**src/logic/mem_gate_pkg.sv**
```systemverilog
package mem_gate_pkg;

	// the stream is handled one 32-bit word at a time once the bytes are assembled
	localparam int word_w = 32;

	// local-bus address width, the low part of every command word
	localparam int addr_w = 24;

	// flag positions counted in the full command word, in network bit order
	localparam int rd_bit = 28;
	localparam int rep_bit = 29;

	// a repeat word carries its count in the low bits
	localparam int rep_w = 9;

	// sequence number and nonce lead every packet and are never decoded
	localparam int header_words = 2;

	// normal command word, eight control bits over the address
	typedef struct packed {
		logic [word_w-addr_w-1:0] ctl;
		logic [addr_w-1:0] addr;
	} ctl_addr_t;

	// repeat word, only the count below the spare bits matters
	typedef struct packed {
		logic [word_w-rep_w-1:0] spare;
		logic [rep_w-1:0] count;
	} repeat_t;

	// the same word is read as either view depending on the repeat flag
	typedef union packed {
		ctl_addr_t ctl_addr;
		repeat_t rpt;
	} cmd_word_t;

endpackage

```
**src/logic/local_bus_if.sv**
```systemverilog
`timescale 1ns/1ps

interface local_bus_if import mem_gate_pkg::*; ();

	logic [addr_w-1:0] addr;
	logic [word_w-1:0] data_out;
	logic [word_w-1:0] data_in;
	// single-cycle request pulse, addr and rd are stable around it
	logic strobe;
	// rd is a level that changes only when a new command is loaded
	logic rd;
	logic write;
	// marks the cycle where read data is expected on data_in
	logic rd_valid;

	// the sequencer owns the request side and the read marker pipe
	modport master (output addr, data_out, strobe, rd, write, rd_valid);

	// the register bank answers with data_in only
	modport target (input addr, data_out, strobe, rd, write, output data_in);

	// the reply side only needs the marker and the returned word
	modport capture (input rd_valid, data_in);

endinterface

```
**src/logic/packet_framer.sv**
```systemverilog
`timescale 1ns/1ps

module packet_framer import mem_gate_pkg::*; #(
	parameter int read_pipe_len = 3
) (
	input logic clk,
	input logic arst_n,
	input logic [7:0] idata,
	input logic raw_s,
	output cmd_word_t word,
	output logic word_tick,
	output logic [7:0] pdata
);

	// enough bits to count all header words before the body starts
	localparam int hdr_w = $clog2(header_words + 1);

	logic [word_w-1:0] isr;
	logic [1:0] c4;
	logic [hdr_w-1:0] hdr_cnt;
	logic body;
	logic [read_pipe_len:0][7:0] dly;
	logic last_byte;

	// the fourth byte of a word is on idata while c4 is 3
	assign last_byte = raw_s && (c4 == 2'd3);

	// word includes the byte arriving now, so it is complete on the tick cycle
	assign word = {isr[word_w-9:0], idata};
	assign word_tick = body && last_byte;
	assign pdata = dly[read_pipe_len];

	// plain byte shifter, its contents only matter on a tick
	always_ff @(posedge clk) begin
		isr <= {isr[word_w-9:0], idata};
	end

	always_ff @(posedge clk or negedge arst_n) begin
		if (!arst_n) begin
			c4 <= '0;
			hdr_cnt <= '0;
			body <= 1'b0;
		end else begin
			c4 <= raw_s ? c4 + 2'd1 : 2'd0;
			// a gap in raw_s ends the packet, so the next one starts with its header
			if (!raw_s) begin
				hdr_cnt <= '0;
				body <= 1'b0;
			end else if (last_byte && !body) begin
				if (hdr_cnt == hdr_w'(header_words - 1))
					body <= 1'b1;
				hdr_cnt <= hdr_cnt + 1'b1;
			end
		end
	end

	// raw bytes wait here until the bus has had time to answer a read
	always_ff @(posedge clk or negedge arst_n) begin
		if (!arst_n) begin
			dly <= '0;
		end else begin
			dly[0] <= idata;
			for (int i = 1; i <= read_pipe_len; i++)
				dly[i] <= dly[i-1];
		end
	end

endmodule

```
**src/logic/bus_sequencer.sv**
```systemverilog
`timescale 1ns/1ps

module bus_sequencer import mem_gate_pkg::*; #(
	parameter int read_pipe_len = 3,
	parameter bit enable_bursts = 1'b1
) (
	input logic clk,
	input logic arst_n,
	input cmd_word_t word,
	input logic word_tick,
	input logic raw_s,
	local_bus_if.master bus
);

	logic data_phase;
	logic [rep_w-1:0] rep_left;
	logic inc_addr;
	logic [addr_w-1:0] addr_r;
	logic rd_r;
	logic [word_w-1:0] data_r;
	logic strobe_r;
	logic [read_pipe_len-1:0] rd_mark;
	logic is_repeat;
	logic read_op;

	// a repeat word is only recognised in the command slot and when bursts are on
	assign is_repeat = enable_bursts && !data_phase && word.ctl_addr.ctl[rep_bit-addr_w];
	assign read_op = strobe_r && rd_r;

	assign bus.addr = addr_r;
	assign bus.data_out = data_r;
	assign bus.strobe = strobe_r;
	assign bus.rd = rd_r;
	assign bus.write = strobe_r && !rd_r;
	// the reply side captures data_in on exactly this cycle
	assign bus.rd_valid = rd_mark[read_pipe_len-1];

	// only the data slot needs to be captured, it is never cleared
	always_ff @(posedge clk) begin
		if (word_tick && data_phase)
			data_r <= word;
	end

	always_ff @(posedge clk or negedge arst_n) begin
		if (!arst_n) begin
			data_phase <= 1'b0;
			rep_left <= '0;
			inc_addr <= 1'b0;
			addr_r <= '0;
			rd_r <= 1'b0;
			strobe_r <= 1'b0;
		end else begin
			// every data word produces one strobe on the following cycle
			strobe_r <= word_tick && data_phase;
			if (!raw_s) begin
				data_phase <= 1'b0;
				rep_left <= '0;
				inc_addr <= 1'b0;
			end else if (word_tick) begin
				inc_addr <= 1'b0;
				// the previous repeat has had its strobe, move on to the next address
				if (inc_addr)
					addr_r <= addr_r + 1'b1;
				if (is_repeat) begin
					// a count of n means n operations, so n-1 extra data words
					rep_left <= (word.rpt.count == '0) ? '0 : word.rpt.count - 1'b1;
				end else if (!data_phase) begin
					data_phase <= 1'b1;
					addr_r <= word.ctl_addr.addr;
					rd_r <= word.ctl_addr.ctl[rd_bit-addr_w];
				end else if (rep_left != '0) begin
					rep_left <= rep_left - 1'b1;
					inc_addr <= 1'b1;
				end else begin
					data_phase <= 1'b0;
				end
			end
		end
	end

	// one marker per read in flight, several can overlap on long pipes
	always_ff @(posedge clk or negedge arst_n) begin
		if (!arst_n) begin
			rd_mark <= '0;
		end else begin
			rd_mark[0] <= read_op;
			for (int i = 1; i < read_pipe_len; i++)
				rd_mark[i] <= rd_mark[i-1];
		end
	end

endmodule

```
**src/logic/reply_merger.sv**
```systemverilog
`timescale 1ns/1ps

module reply_merger import mem_gate_pkg::*; #(
	parameter int read_pipe_len = 3,
	parameter int n_lat = 12
) (
	input logic clk,
	input logic arst_n,
	input logic [7:0] pdata,
	local_bus_if.capture bus,
	output logic [7:0] odata
);

	// whatever latency is left after the framer delay and the 4-byte shifter
	localparam int fin_len = n_lat - read_pipe_len - 5;

	logic [word_w-1:0] osr;

	// read data lands over the echoed data field, aligned so its top byte goes out next
	always_ff @(posedge clk or negedge arst_n) begin
		if (!arst_n)
			osr <= '0;
		else if (bus.rd_valid)
			osr <= bus.data_in;
		else
			osr <= {osr[word_w-9:0], pdata};
	end

	generate
		if (fin_len == 0) begin : g_no_fin
			// shifter output already has the full latency
			assign odata = osr[word_w-1 -: 8];
		end else begin : g_fin
			logic [fin_len-1:0][7:0] fin;

			always_ff @(posedge clk or negedge arst_n) begin
				if (!arst_n) begin
					fin <= '0;
				end else begin
					fin[0] <= osr[word_w-1 -: 8];
					for (int i = 1; i < fin_len; i++)
						fin[i] <= fin[i-1];
				end
			end

			assign odata = fin[fin_len-1];
		end
	endgenerate

endmodule

```
**src/logic/reg_bank.sv**
```systemverilog
`timescale 1ns/1ps

module reg_bank import mem_gate_pkg::*; #(
	parameter int read_pipe_len = 3
) (
	input logic clk,
	input logic arst_n,
	local_bus_if.target bus
);

	localparam int n_words = 16;
	localparam int idx_w = $clog2(n_words);

	logic [word_w-1:0] regs [n_words];
	logic [read_pipe_len-1:0][word_w-1:0] rd_pipe;
	logic [idx_w-1:0] idx;

	// higher address bits are ignored, so the bank repeats across the address space
	assign idx = bus.addr[idx_w-1:0];

	// last pipe stage lines up with rd_valid from the sequencer
	assign bus.data_in = rd_pipe[read_pipe_len-1];

	always_ff @(posedge clk or negedge arst_n) begin
		if (!arst_n) begin
			for (int i = 0; i < n_words; i++)
				regs[i] <= '0;
		end else if (bus.write) begin
			// write lands at the end of its strobe cycle
			regs[idx] <= bus.data_out;
		end
	end

	// each stage advances every cycle, so back-to-back reads stay in order
	always_ff @(posedge clk) begin
		if (bus.strobe && bus.rd)
			rd_pipe[0] <= regs[idx];
		for (int i = 1; i < read_pipe_len; i++)
			rd_pipe[i] <= rd_pipe[i-1];
	end

endmodule

```
**src/logic/mem_gate_top.sv**
```systemverilog
`timescale 1ns/1ps

module mem_gate_top import mem_gate_pkg::*; #(
	parameter int read_pipe_len = 3,
	parameter int n_lat = 12,
	parameter bit enable_bursts = 1'b1
) (
	input logic clk,
	input logic arst_n,
	input logic [7:0] idata,
	input logic raw_s,
	output logic [7:0] odata
);

	cmd_word_t word;
	logic word_tick;
	logic [7:0] pdata;

	// one local bus shared by the sequencer, the bank and the reply side
	local_bus_if bus ();

	// byte assembly, header skip and the echo delay
	packet_framer #(
		.read_pipe_len(read_pipe_len)
	) u_framer (
		.clk(clk),
		.arst_n(arst_n),
		.idata(idata),
		.raw_s(raw_s),
		.word(word),
		.word_tick(word_tick),
		.pdata(pdata)
	);

	bus_sequencer #(
		.read_pipe_len(read_pipe_len),
		.enable_bursts(enable_bursts)
	) u_seq (
		.clk(clk),
		.arst_n(arst_n),
		.word(word),
		.word_tick(word_tick),
		.raw_s(raw_s),
		.bus(bus.master)
	);

	// reply side puts read data back into the echoed stream
	reply_merger #(
		.read_pipe_len(read_pipe_len),
		.n_lat(n_lat)
	) u_merge (
		.clk(clk),
		.arst_n(arst_n),
		.pdata(pdata),
		.bus(bus.capture),
		.odata(odata)
	);

	reg_bank #(
		.read_pipe_len(read_pipe_len)
	) u_bank (
		.clk(clk),
		.arst_n(arst_n),
		.bus(bus.target)
	);

endmodule

```
**config.mk**
```make
export PLATFORM = sky130hd
export DESIGN_NAME = mem_gate_top
export DESIGN_NICKNAME = d
export VERILOG_FILES = /design/src/logic/mem_gate_pkg.sv /design/src/logic/local_bus_if.sv /design/src/logic/packet_framer.sv /design/src/logic/bus_sequencer.sv /design/src/logic/reply_merger.sv /design/src/logic/reg_bank.sv /design/src/logic/mem_gate_top.sv
export SDC_FILE = /design/constraint.sdc
export NUM_CORES = 1
export LEC_CHECK = 0
export BUFFER_PORTS_ARGS = -buffer_cell sky130_fd_sc_hd__clkbuf_2
export CAP_MARGIN = 15
export CORE_ASPECT_RATIO = 0.75
export CORE_MARGIN = 2
export CORE_UTILIZATION = 45
export DETAILED_ROUTE_END_ITERATION = 16
export SKIP_LAST_GASP = 1
export SYNTH_ARGS = -nofsm -noshare
export SYNTH_HDL_FRONTEND = slang
export SYNTH_SLANG_ARGS = --single-unit
```
**constraint.sdc**
```tcl
create_clock -name clk -period 3.5 [get_ports clk]
set_clock_uncertainty 0.15 [all_clocks]
set_input_delay 0.525 -clock clk [delete_from_list [all_inputs] [get_ports clk]]
set_output_delay 0.525 -clock clk [all_outputs]
set_load 0.01 [all_outputs]
```
Yosys cells after proc, flatten, opt, wreduce, memory -nomap -nowiden
Cells that the tools add are included.
{"block": "word_totals", "output_inout_bits": 8, "register_bits": 805, "wordCells": 107, "input_bits": 11}
{"block": "classes", "bitwise_logic": 3, "n_mux": 31, "eq_ne": 8, "addsub": 5, "n_reduce_logical": 18, "magnitude_cmp": 2}
{"cell": "$bwmux W512", "n": 1}
{"cell": "$bmux W32 S4", "n": 1}
{"cell": "$demux W32 S4", "n": 1}
{"cell": "$mux W32", "n": 4}
{"cell": "$mux W24", "n": 3}
{"cell": "$mux W9", "n": 6}
{"cell": "$add A24 B1 Y24 const B", "n": 1}
{"cell": "$sub A9 B1 Y9 const B", "n": 2}
{"cell": "$mux W1", "n": 12}
{"cell": "$logic_not A9 Y1", "n": 1}
{"cell": "$reduce_bool A9 Y1", "n": 1}
{"cell": "$logic_and A1 B1 Y1", "n": 8}
{"cell": "$mux W2", "n": 3}
{"cell": "$ne A2 B1 Y1 const B", "n": 3}
{"cell": "$ne A3 B1 Y1 const B", "n": 2}
{"cell": "$reduce_and A2 Y1", "n": 3}
{"cell": "$ge A5 B5 Y1 const B", "n": 1}
{"cell": "$lt A5 B1 Y1 const B", "n": 1}
{"cell": "$not A4 Y5", "n": 1}
{"cell": "$add A2 B1 Y2 const B", "n": 2}
{"cell": "$reduce_and A4 Y1", "n": 1}
{"cell": "$logic_not A1 Y1", "n": 3}
{"cell": "$reduce_and A3 Y1", "n": 1}
{"cell": "$eq A2 B1 Y1 const B", "n": 1}
{"cell": "3 further kinds", "n": 4}

Depth between registers and ports, before layout
Gate-level depths: netlist of the first run.
{"block": "depth", "ltp_word": 6, "ltp_mapped": 9, "depth_no_buf": 6}

Modules after synthesis
From an unflattened synthesis of the first run, not the netlist that was laid out.
{"block": "hier_totals", "hier_cells": 2069, "hier_area_um2": 32620.0}
{"mod": "reg_bank", "instances": 1, "cells_each": 1535, "seq_area_each_um2": 15054.4, "area_per_inst_um2": 25281.7}
{"mod": "bus_sequencer", "instances": 1, "cells_each": 335, "seq_area_each_um2": 1961.9, "area_per_inst_um2": 3503.4}
{"mod": "reply_merger", "instances": 1, "cells_each": 108, "seq_area_each_um2": 1601.5, "area_per_inst_um2": 2205.9}
{"mod": "packet_framer", "instances": 1, "cells_each": 91, "seq_area_each_um2": 1406.3, "area_per_inst_um2": 1629.1}

Worst setup path before layout of the first run
No wires, ideal clock.
{"block": "synth_timing", "path_kind": "input to register", "start": "input raw_s", "end": "register u_seq.data_r[0], in the netlist u_seq.bus.data_out[0] (enable)", "path_stages": 4, "slack_ns": 0.816, "required_ns": 2.957, "n_path_buf": 2, "t_arrival_ns": 2.141, "setup_time_ns": 0.393, "path_cell_list": "clkbuf_1 > and3_1 > clkbuf_1 > and2_1"}
{"block": "synth_between", "elab_chain_len": 3}
{"element": "start, declared", "line_no": "mem_gate_top.sv:11", "rtl": "input logic raw_s,"}
{"element": "$logic_and A1 B1 Y1", "line_no": "packet_framer.sv:26", "rtl": "assign last_byte = raw_s && (c4 == 2'd3);"}
{"element": "$logic_and A1 B1 Y1", "line_no": "packet_framer.sv:30", "rtl": "assign word_tick = body && last_byte;"}
{"element": "$logic_and A1 B1 Y1", "line_no": "bus_sequencer.sv:40", "rtl": "if (word_tick && data_phase)"}
{"element": "end signal, assigned", "line_no": "bus_sequencer.sv:41", "rtl": "data_r <= word;"}
{"element": "end, declared", "line_no": "bus_sequencer.sv:20", "rtl": "logic [word_w-1:0] data_r;"}
No other way between the ends.
A chain may end at the register's enable or synchronous reset.

Worst setup path in the final report of the first run
{"block": "layout_timing", "start": "register u_seq.addr_r[0], in the netlist u_seq.bus.addr[0]", "end": "register u_bank.regs[377] (netlist name)"}
{"block": "layout_between", "elab_chain_len": 6, "elab_cells_between_ends": 7, "cone_classes": "order compare (2); mux (3); bitwise (1); reduce/logical (1)"}
{"element": "start, declared", "line_no": "bus_sequencer.sv:18", "rtl": "logic [addr_w-1:0] addr_r;"}
{"element": "start signal, assigned", "line_no": "bus_sequencer.sv:63", "rtl": "addr_r <= addr_r + 1'b1;"}
{"element": "start signal, assigned", "line_no": "bus_sequencer.sv:69", "rtl": "addr_r <= word.ctl_addr.addr;"}
{"element": "$not A4 Y5 (implied by the code) (*)", "line_no": "reg_bank.sv:30", "rtl": "regs[idx] <= bus.data_out;"}
{"element": "$ge A5 B5 Y1 (implied by the code) or $lt A5 B1 Y1 (tied branches)", "line_no": "reg_bank.sv:30"}
{"element": "$logic_and A1 B1 Y1 (implied by the code)", "line_no": "reg_bank.sv:30"}
{"element": "$mux W32 (implied by the code)", "line_no": "reg_bank.sv:30"}
{"element": "$demux W32 S4 (*)", "line_no": "reg_bank.sv:30"}
{"element": "$bwmux W512 (*)", "line_no": "reg_bank.sv:30"}
{"element": "end signal, assigned by index", "line_no": "reg_bank.sv:30"}
{"element": "end, declared", "line_no": "reg_bank.sv:14", "rtl": "logic [word_w-1:0] regs [n_words];"}
Mark *: on every way between the ends. The rest lies on a longest branch, timed or not.

==> flow_metrics.env, run 1 <==
export IMPL_power_density_nw_per_um2=526
export IMPL_path_clk_slew_ns=0.06
export IMPL_slew_viol_final=0
export IMPL_synth_top_area_frac=0.511
export IMPL_timing_rr_end="u_bank.regs[377]$_DFFE_PN0P_"
export IMPL_synth_ff_type="dfrtp_1"
export IMPL_ys_ff_latch=785
export IMPL_port_buffers=18
export IMPL_setup_violations=0
export IMPL_gp_congestion=0.761
export IMPL_initial_utilization=0.454
export IMPL_crit_family="simple AND/OR/NAND/NOR gates"
export IMPL_dp_hpwl_um=38200
export IMPL_wl_per_cell_um=25.2
export IMPL_synth_async_reset_ratio=0.806
export IMPL_yosysWarningCount=0
export IMPL_endpoint="u_bank.regs[377]$_DFFE_PN0P_"
export IMPL_grtUsageTotal=0.204
export IMPL_ys_seq_area_frac=0.630
export IMPL_grt_start_max_net_pins=100
export IMPL_cp_cell_sequence="inv_1 > ha_1 > nand2_1 > nor2_4 > buf_12 > mux2_1"
export IMPL_rsz0062_at_grt="false"
export IMPL_clkLatencyLatePin_ns=0.62
export IMPL_min_path_type="in2reg"
export IMPL_ant_nets=0
export IMPL_clock_sinks=785
export IMPL_crit_buf_inv=2
export IMPL_dr_total_vias=15600
export IMPL_antenna_found_initial=0
export IMPL_cts_htree_levels=3
export IMPL_endpoint_kind="register"
export IMPL_cap_violations=0
export IMPL_die_x_um=307
export IMPL_synth_fp_nets=1801
export IMPL_arrival_ns=3.16
export IMPL_nets=1821
export IMPL_yosysUniqueCellTypes=57
export IMPL_crit_slowest_cell="nor2_4"
export IMPL_cts_tree="built"
export IMPL_vdd_ir_drop_worst_mv=0.298
export IMPL_final_cell_mix="dfrtp_1 (628), mux2_1 (543), mux4_2 (160), dfxtp_1 (88), clkbuf_16 (81)"
export IMPL_io_pins=19
export IMPL_cp_startpoint="u_seq.bus.addr[0]$_DFFE_PN0P_"
export IMPL_viasPerCell=5.65
export IMPL_p_leak_nw=16.6
export IMPL_die_area_um2=71000
export IMPL_die_y_um=231
export IMPL_cts_resized=0
export IMPL_critPathMaxFanout=17
export IMPL_syn_area_um2=31000
export IMPL_cts_max_path_buffers=3
export IMPL_drt_iter0_markers=1199
export IMPL_grt_overflow=0
export IMPL_tns_ns=0
export IMPL_fmax_mhz=356
export IMPL_cts_setup_buffers=0
export IMPL_grt_pass1_wl_um=108000
export IMPL_firstDrtPassIters=4
export IMPL_core_area_um2=68300
export IMPL_final_common_cell="dfrtp_1"
export IMPL_relSlewSlack=0.426
export IMPL_hold_viol_final=0
export IMPL_rr_worst_depth=6
export IMPL_r2r_start="u_seq.bus.addr[0]$_DFFE_PN0P_"
export IMPL_grt_pass1_vias=16800
export IMPL_status="finished clean"
export IMPL_crit_required_ns=3.85
export IMPL_hold_ws_ns=0.0569
export IMPL_yosysTopAreaCell="dfrtp_1"
export IMPL_cts_buffers=76
export IMPL_area_growth_pct=12.8
export IMPL_drive_above_1_share=0.211
export IMPL_synth_area_leaders="dfrtp_1 (51%), mux2_1 (20%), mux4_2 (12%)"
export IMPL_reg2reg_slack_ns=0.69
export IMPL_period_share=0.803
export IMPL_clk_root_buffer_cell="clkbuf_16"
export IMPL_synth_edf_count=64
export IMPL_cts_hold_buf=3
export IMPL_worst_slew_pin_slew_ns=0.861
export IMPL_post_route_drc_count=0
export IMPL_syn_inst=1782
export IMPL_core_rowCount=83
export IMPL_cpPeakStageDelay_ns=0.70
export IMPL_path_depth=6
export IMPL_critical_path_class="reg2reg"
export IMPL_drt_total_wl_um=69500
export IMPL_syn_area_per_cell_um2=17.4
export IMPL_layout_min_cycle_time_ns=2.81
export IMPL_cp_start_kind="register"
==> worst min path at each step <==
stage                                     startpoint                        endpoint  slack (ns)  cells after the start
after global placement    u_bank.rd_pipe[52]$_DFF_P_  u_bank.bus.data_in[20]$_DFF_P_        0.16                      0
after floorplan                               arst_n      u_bank.regs[0]$_DFFE_PN0P_        0.08                      0
after detailed placement  u_bank.rd_pipe[52]$_DFF_P_  u_bank.bus.data_in[20]$_DFF_P_        0.16                      0
after global routing                        idata[5]       u_framer.dly[5]$_DFF_PN0_        0.03                      1
final                                       idata[5]       u_framer.dly[5]$_DFF_PN0_        0.06                      1
after CTS                                   idata[5]       u_framer.dly[5]$_DFF_PN0_      0.0006                      1
==> metrics by stage <==
stage | std cells | setup slack, ns | power, mW | cell area (µm²) | util
after floorplan | 1782 | 0.816 | 9.64 | 31000 | -
after global placement | 2613 | 0.713 | 9.90 | 32300 | 0.472
after detailed placement | 2613 | 0.642 | 9.91 | 32300 | 0.472
after CTS | 2758 | 0.620 | 18.6 | 35000 | 0.512
after global routing | 2758 | 0.567 | 19.1 | 35000 | 0.512
final | 2759 | 0.689 | 18.4 | 35000 | 0.512
==> where the power goes <==
part	internal, mW	switching (mW)
registers	9.24	0.0580
logic	0.132	0.294
clock network	5.17	3.51
==> logic make-up after synthesis <==
family | count (synthesis) | synth area share
buf+inv | 147 | 0.0238
compound gates | 58 | 0.0140
flops | 785 | 0.630
simple gates | 73 | 0.0130
xor+xnor | 4 | 0.00113
fa+ha+maj | 8 | 0.00323
mux | 707 | 0.315
==> cell usage after synthesis (3+ instances only) <==
| master | n |
|---|---|
| and2_1 | 6 |
| mux4_2 | 160 |
| dfxtp_1 | 88 |
| nand3_1 | 5 |
| o21ai_0 | 4 |
| nor3_1 | 3 |
| nand2b_1 | 4 |
| a21oi_1 | 8 |
| a32o_1 | 4 |
| nor2_1 | 18 |
| buf_6 | 10 |
| dfrtp_1 | 633 |
| o22ai_1 | 8 |
| ha_1 | 8 |
| edfxtp_1 | 64 |
| o21a_1 | 3 |
| mux2_1 | 543 |
| nor2b_1 | 5 |
| nand2_1 | 16 |
| xnor2_1 | 3 |
| o211ai_1 | 8 |
| buf_2 | 64 |
| o21ai_1 | 3 |
| inv_1 | 9 |
| buf_4 | 8 |
| clkbuf_1 | 50 |
| mux2_2 | 4 |
| buf_1 | 5 |
==> routing by layer <==
layer / wire length (µm) / up-vias / GRT usage
met5: 0 / - / 0
met4: 1270 / 0 / 0.0505
met3: 2770 / 92 / 0.0369
met2: 31200 / 251 / 0.308
met1: 34200 / 8571 / 0.309
li1: - / 6670 / -
==> cell type report <==
class                   count  area, µm²
multi-input cells         850      10900
diodes                      1       2.50
flip-flops and latches    785      19500
repair buffers             79        741
well taps                 892       1120
clock inverters            34        429
fillers                  5551      33400
clock buffers             108       2250
inverters                  10       37.5
==> registers in the layout, summed over array words and instances (netlist names), 2 cells and up <==
| signal | count |
|---|---|
| u_merge.g_fin.fin | 24 |
| u_bank.bus.data_in | 32 |
| u_seq.rd_mark | 3 |
| u_merge.odata | 8 |
| u_framer.c4 | 2 |
| u_bank.regs | 512 |
| u_framer.pdata | 8 |
| u_seq.rep_left | 9 |
| u_framer.isr | 24 |
| u_seq.bus.addr | 4 |
| u_merge.osr | 32 |
| u_bank.rd_pipe | 64 |
| u_seq.bus.data_out | 32 |
| u_framer.dly | 24 |
| u_framer.hdr_cnt | 2 |
(Power assumes the default switching activity.)
==> run 2: changes to the inputs <==
==> constraint.sdc (replaced) <==
create_clock -name clk -period 2.52 [get_ports clk]
set_clock_uncertainty 0.15 [all_clocks]
set_input_delay 0.378 -clock clk [delete_from_list [all_inputs] [get_ports clk]]
set_output_delay 0.378 -clock clk [all_outputs]
set_load 0.01 [all_outputs]
==> run 2 against run 1 <==
Cell count is 1.2% higher. Die area is the same. Global-route usage up 0.16 points. Largest power group unchanged. Highest routed layer unchanged. Final area increased by 1.7%. Via count rose by 1.3%.
==> flow_metrics.env, run 2 (synthesized netlist as in run 1, its figures left out) <==
export IMPL_fin_cells=2791
export IMPL_path_clk_slew_ns=0.06
export IMPL_core_area_um2=68300
export IMPL_cts_tree="built"
export IMPL_viasPerCell=5.65
export IMPL_setup_violations=0
export IMPL_design_area_um2=35500
export IMPL_pre_cts_slack_ns=0.152
export IMPL_vdd_ir_drop_worst_mv=0.452
export IMPL_grt_start_max_net_pins=105
export IMPL_layout_min_cycle_time_ns=2.33
export IMPL_critPathMaxFanout=3
export IMPL_post_place_cells=2644
export IMPL_endpoint_kind="register"
export IMPL_rr_worst_depth=4
export IMPL_gp_congestion=0.757
export IMPL_largest_reg_flops=512
export IMPL_cts_setup_buffers=0
export IMPL_p_leak_nw=16.8
export IMPL_clock_sinks=785
export IMPL_area_growth_pct=14.7
export IMPL_final_cell_mix="dfrtp_1 (628), mux2_1 (543), mux4_2 (160), dfxtp_1 (88), clkbuf_16 (80)"
export IMPL_top_regs="u_bank.regs: 512 flops, u_bank.rd_pipe: 64 flops"
export IMPL_power_density_nw_per_um2=710
export IMPL_worst_slew_pin_slew_ns=0.603
export IMPL_cts_htree_levels=3
export IMPL_min_path_type="in2reg"
export IMPL_crit_slowest_cell="dlygate4sd3_1"
export IMPL_cap_violations=0
export IMPL_clk_root_buffer_cell="clkbuf_16"
export IMPL_drive_above_1_share=0.223
export IMPL_cp_start_kind="input pin"
export IMPL_cts_max_path_buffers=3
export IMPL_period_share=0.925
export IMPL_port_buffers=18
export IMPL_grtUsageTotal=0.206
export IMPL_post_route_drc_count=0
export IMPL_antenna_cells=0
export IMPL_placedInstanceArea_um2=32900
export IMPL_hold_viol_final=0
export IMPL_wl_per_cell_um=24.9
export IMPL_core_rowCount=83
export IMPL_drt_total_wl_um=69500
export IMPL_initial_utilization=0.454
export IMPL_final_common_cell="dfrtp_1"
export IMPL_clkLatencyLatePin_ns=0.62
export IMPL_cts_resized=0
export IMPL_tns_ns=0
export IMPL_dp_hpwl_um=39500
export IMPL_path_depth=8
export IMPL_cp_cell_sequence="dlygate4sd3_1 > clkbuf_2 > inv_1 > ha_1 > or4b_4 > o31ai_1 > o22ai_1 > a32o_1"
export IMPL_slew_viol_final=0
export IMPL_arrival_ns=2.66
export IMPL_die_area_um2=71000
export IMPL_crit_family="compound AO/OA/AOI/OAI gates"
export IMPL_die_x_um=307
export IMPL_rsz0062_at_grt="false"
export IMPL_die_y_um=231
export IMPL_critical_path_class="in2reg"
export IMPL_cpPeakStageDelay_ns=0.53
export IMPL_relSlewSlack=0.597
export IMPL_cts_buffers=76
export IMPL_grt_pass1_vias=17000
export IMPL_status="finished clean"
export IMPL_nets=1858
export IMPL_drt_iter0_markers=1077
export IMPL_grt_pass1_wl_um=109000
export IMPL_ant_nets=0
export IMPL_firstDrtPassIters=4
export IMPL_grt_overflow=0
export IMPL_io_pins=19
export IMPL_crit_required_ns=2.85
export IMPL_whs_path_depth=2
export IMPL_post_route_util=0.520
export IMPL_top_register="u_bank.regs"
export IMPL_crit_buf_inv=3
export IMPL_antenna_found_initial=2
export IMPL_cts_hold_buf=9
export IMPL_fmax_mhz=429
export IMPL_layout_setup_ws_ns=0.189
export IMPL_dr_total_vias=15800
-- run 2: cell count changes in the layout (fill, tap and decap cells not counted), moves of 2 or more --
| cell | before | now |
|---|---|---|
| clkinvlp_4 | 3 | 0 |
| dlygate4sd3_1 | 3 | 9 |
| clkinv_1 | 6 | 1 |
| bufinv_16 | 9 | 7 |
| buf_12 | 14 | 45 |
| clkinv_2 | 11 | 18 |
| inv_6 | 2 | 0 |
| clkbuf_8 | 12 | 14 |
-- run 2: through the flow --
stage	power [mW]	hold WS [ns]
floorplan	13.4	-0.0676
global placement	13.8	0.161
detailed placement	13.8	0.162
CTS	25.6	0.0137
global route	26.2	0.0619
finish	25.3	0.0649
-- run 2: area by class of cell --
cell class	instances	area, µm²
multi-input cells	850	10900
fillers	5484	32800
clock buffers	110	2250
inverters	10	37.5
well taps	892	1120
repair buffers	116	1420
flip-flops and latches	785	19500
clock inverters	28	329
-- run 2: worst register-to-register path: cells and delay by family (launching register included) --
kind | cells | cell delay, ns
mux | 2 | 1.00
flops | 1 | 0.48
buf+inv | 2 | 0.43
-- run 2: report_power, final --
part           switching [mW]  leakage [nW]  internal [mW]
Clock                    4.74          1.29           6.94
Combinational           0.421          5.50          0.220
Sequential             0.0856          10.0           12.8
Total                    5.25          16.8           20.0
-- run 2: final timing paths --
kind / startpoint / slack, ns / to
max in group asynchronous: arst_n / 1.15 / u_seq.bus.addr[3]$_DFFE_PN0P_
worst min register to register: u_bank.rd_pipe[37]$_DFF_P_ / 0.17 / u_bank.bus.data_in[5]$_DFF_P_
min in group asynchronous: arst_n / 0.14 / u_merge.osr[2]$_DFF_PN0_
worst max register to register: u_seq.bus.addr[0]$_DFFE_PN0P_ / 0.22 / u_bank.rd_pipe[10]$_DFFE_PP_
worst min-delay path: raw_s / 0.06 / u_framer.hdr_cnt[1]$_DFFE_PN0P_
worst max-delay path: idata[1] / 0.19 / u_seq.rep_left[3]$_DFFE_PN0P_
-- run 2: layer usage --
| metal | vias up | share of wire | GRT usage | routed length [µm] |
|---|---|---|---|---|
| li1 | 6745 | - | - | - |
| met1 | 8625 | 0.48 | 0.309 | 33300 |
| met2 | 327 | 0.46 | 0.318 | 31900 |
| met3 | 86 | 0.047 | 0.0341 | 3240 |
| met4 | 0 | 0.016 | 0.0438 | 1100 |
| met5 | - | 0 | 0 | 0 |
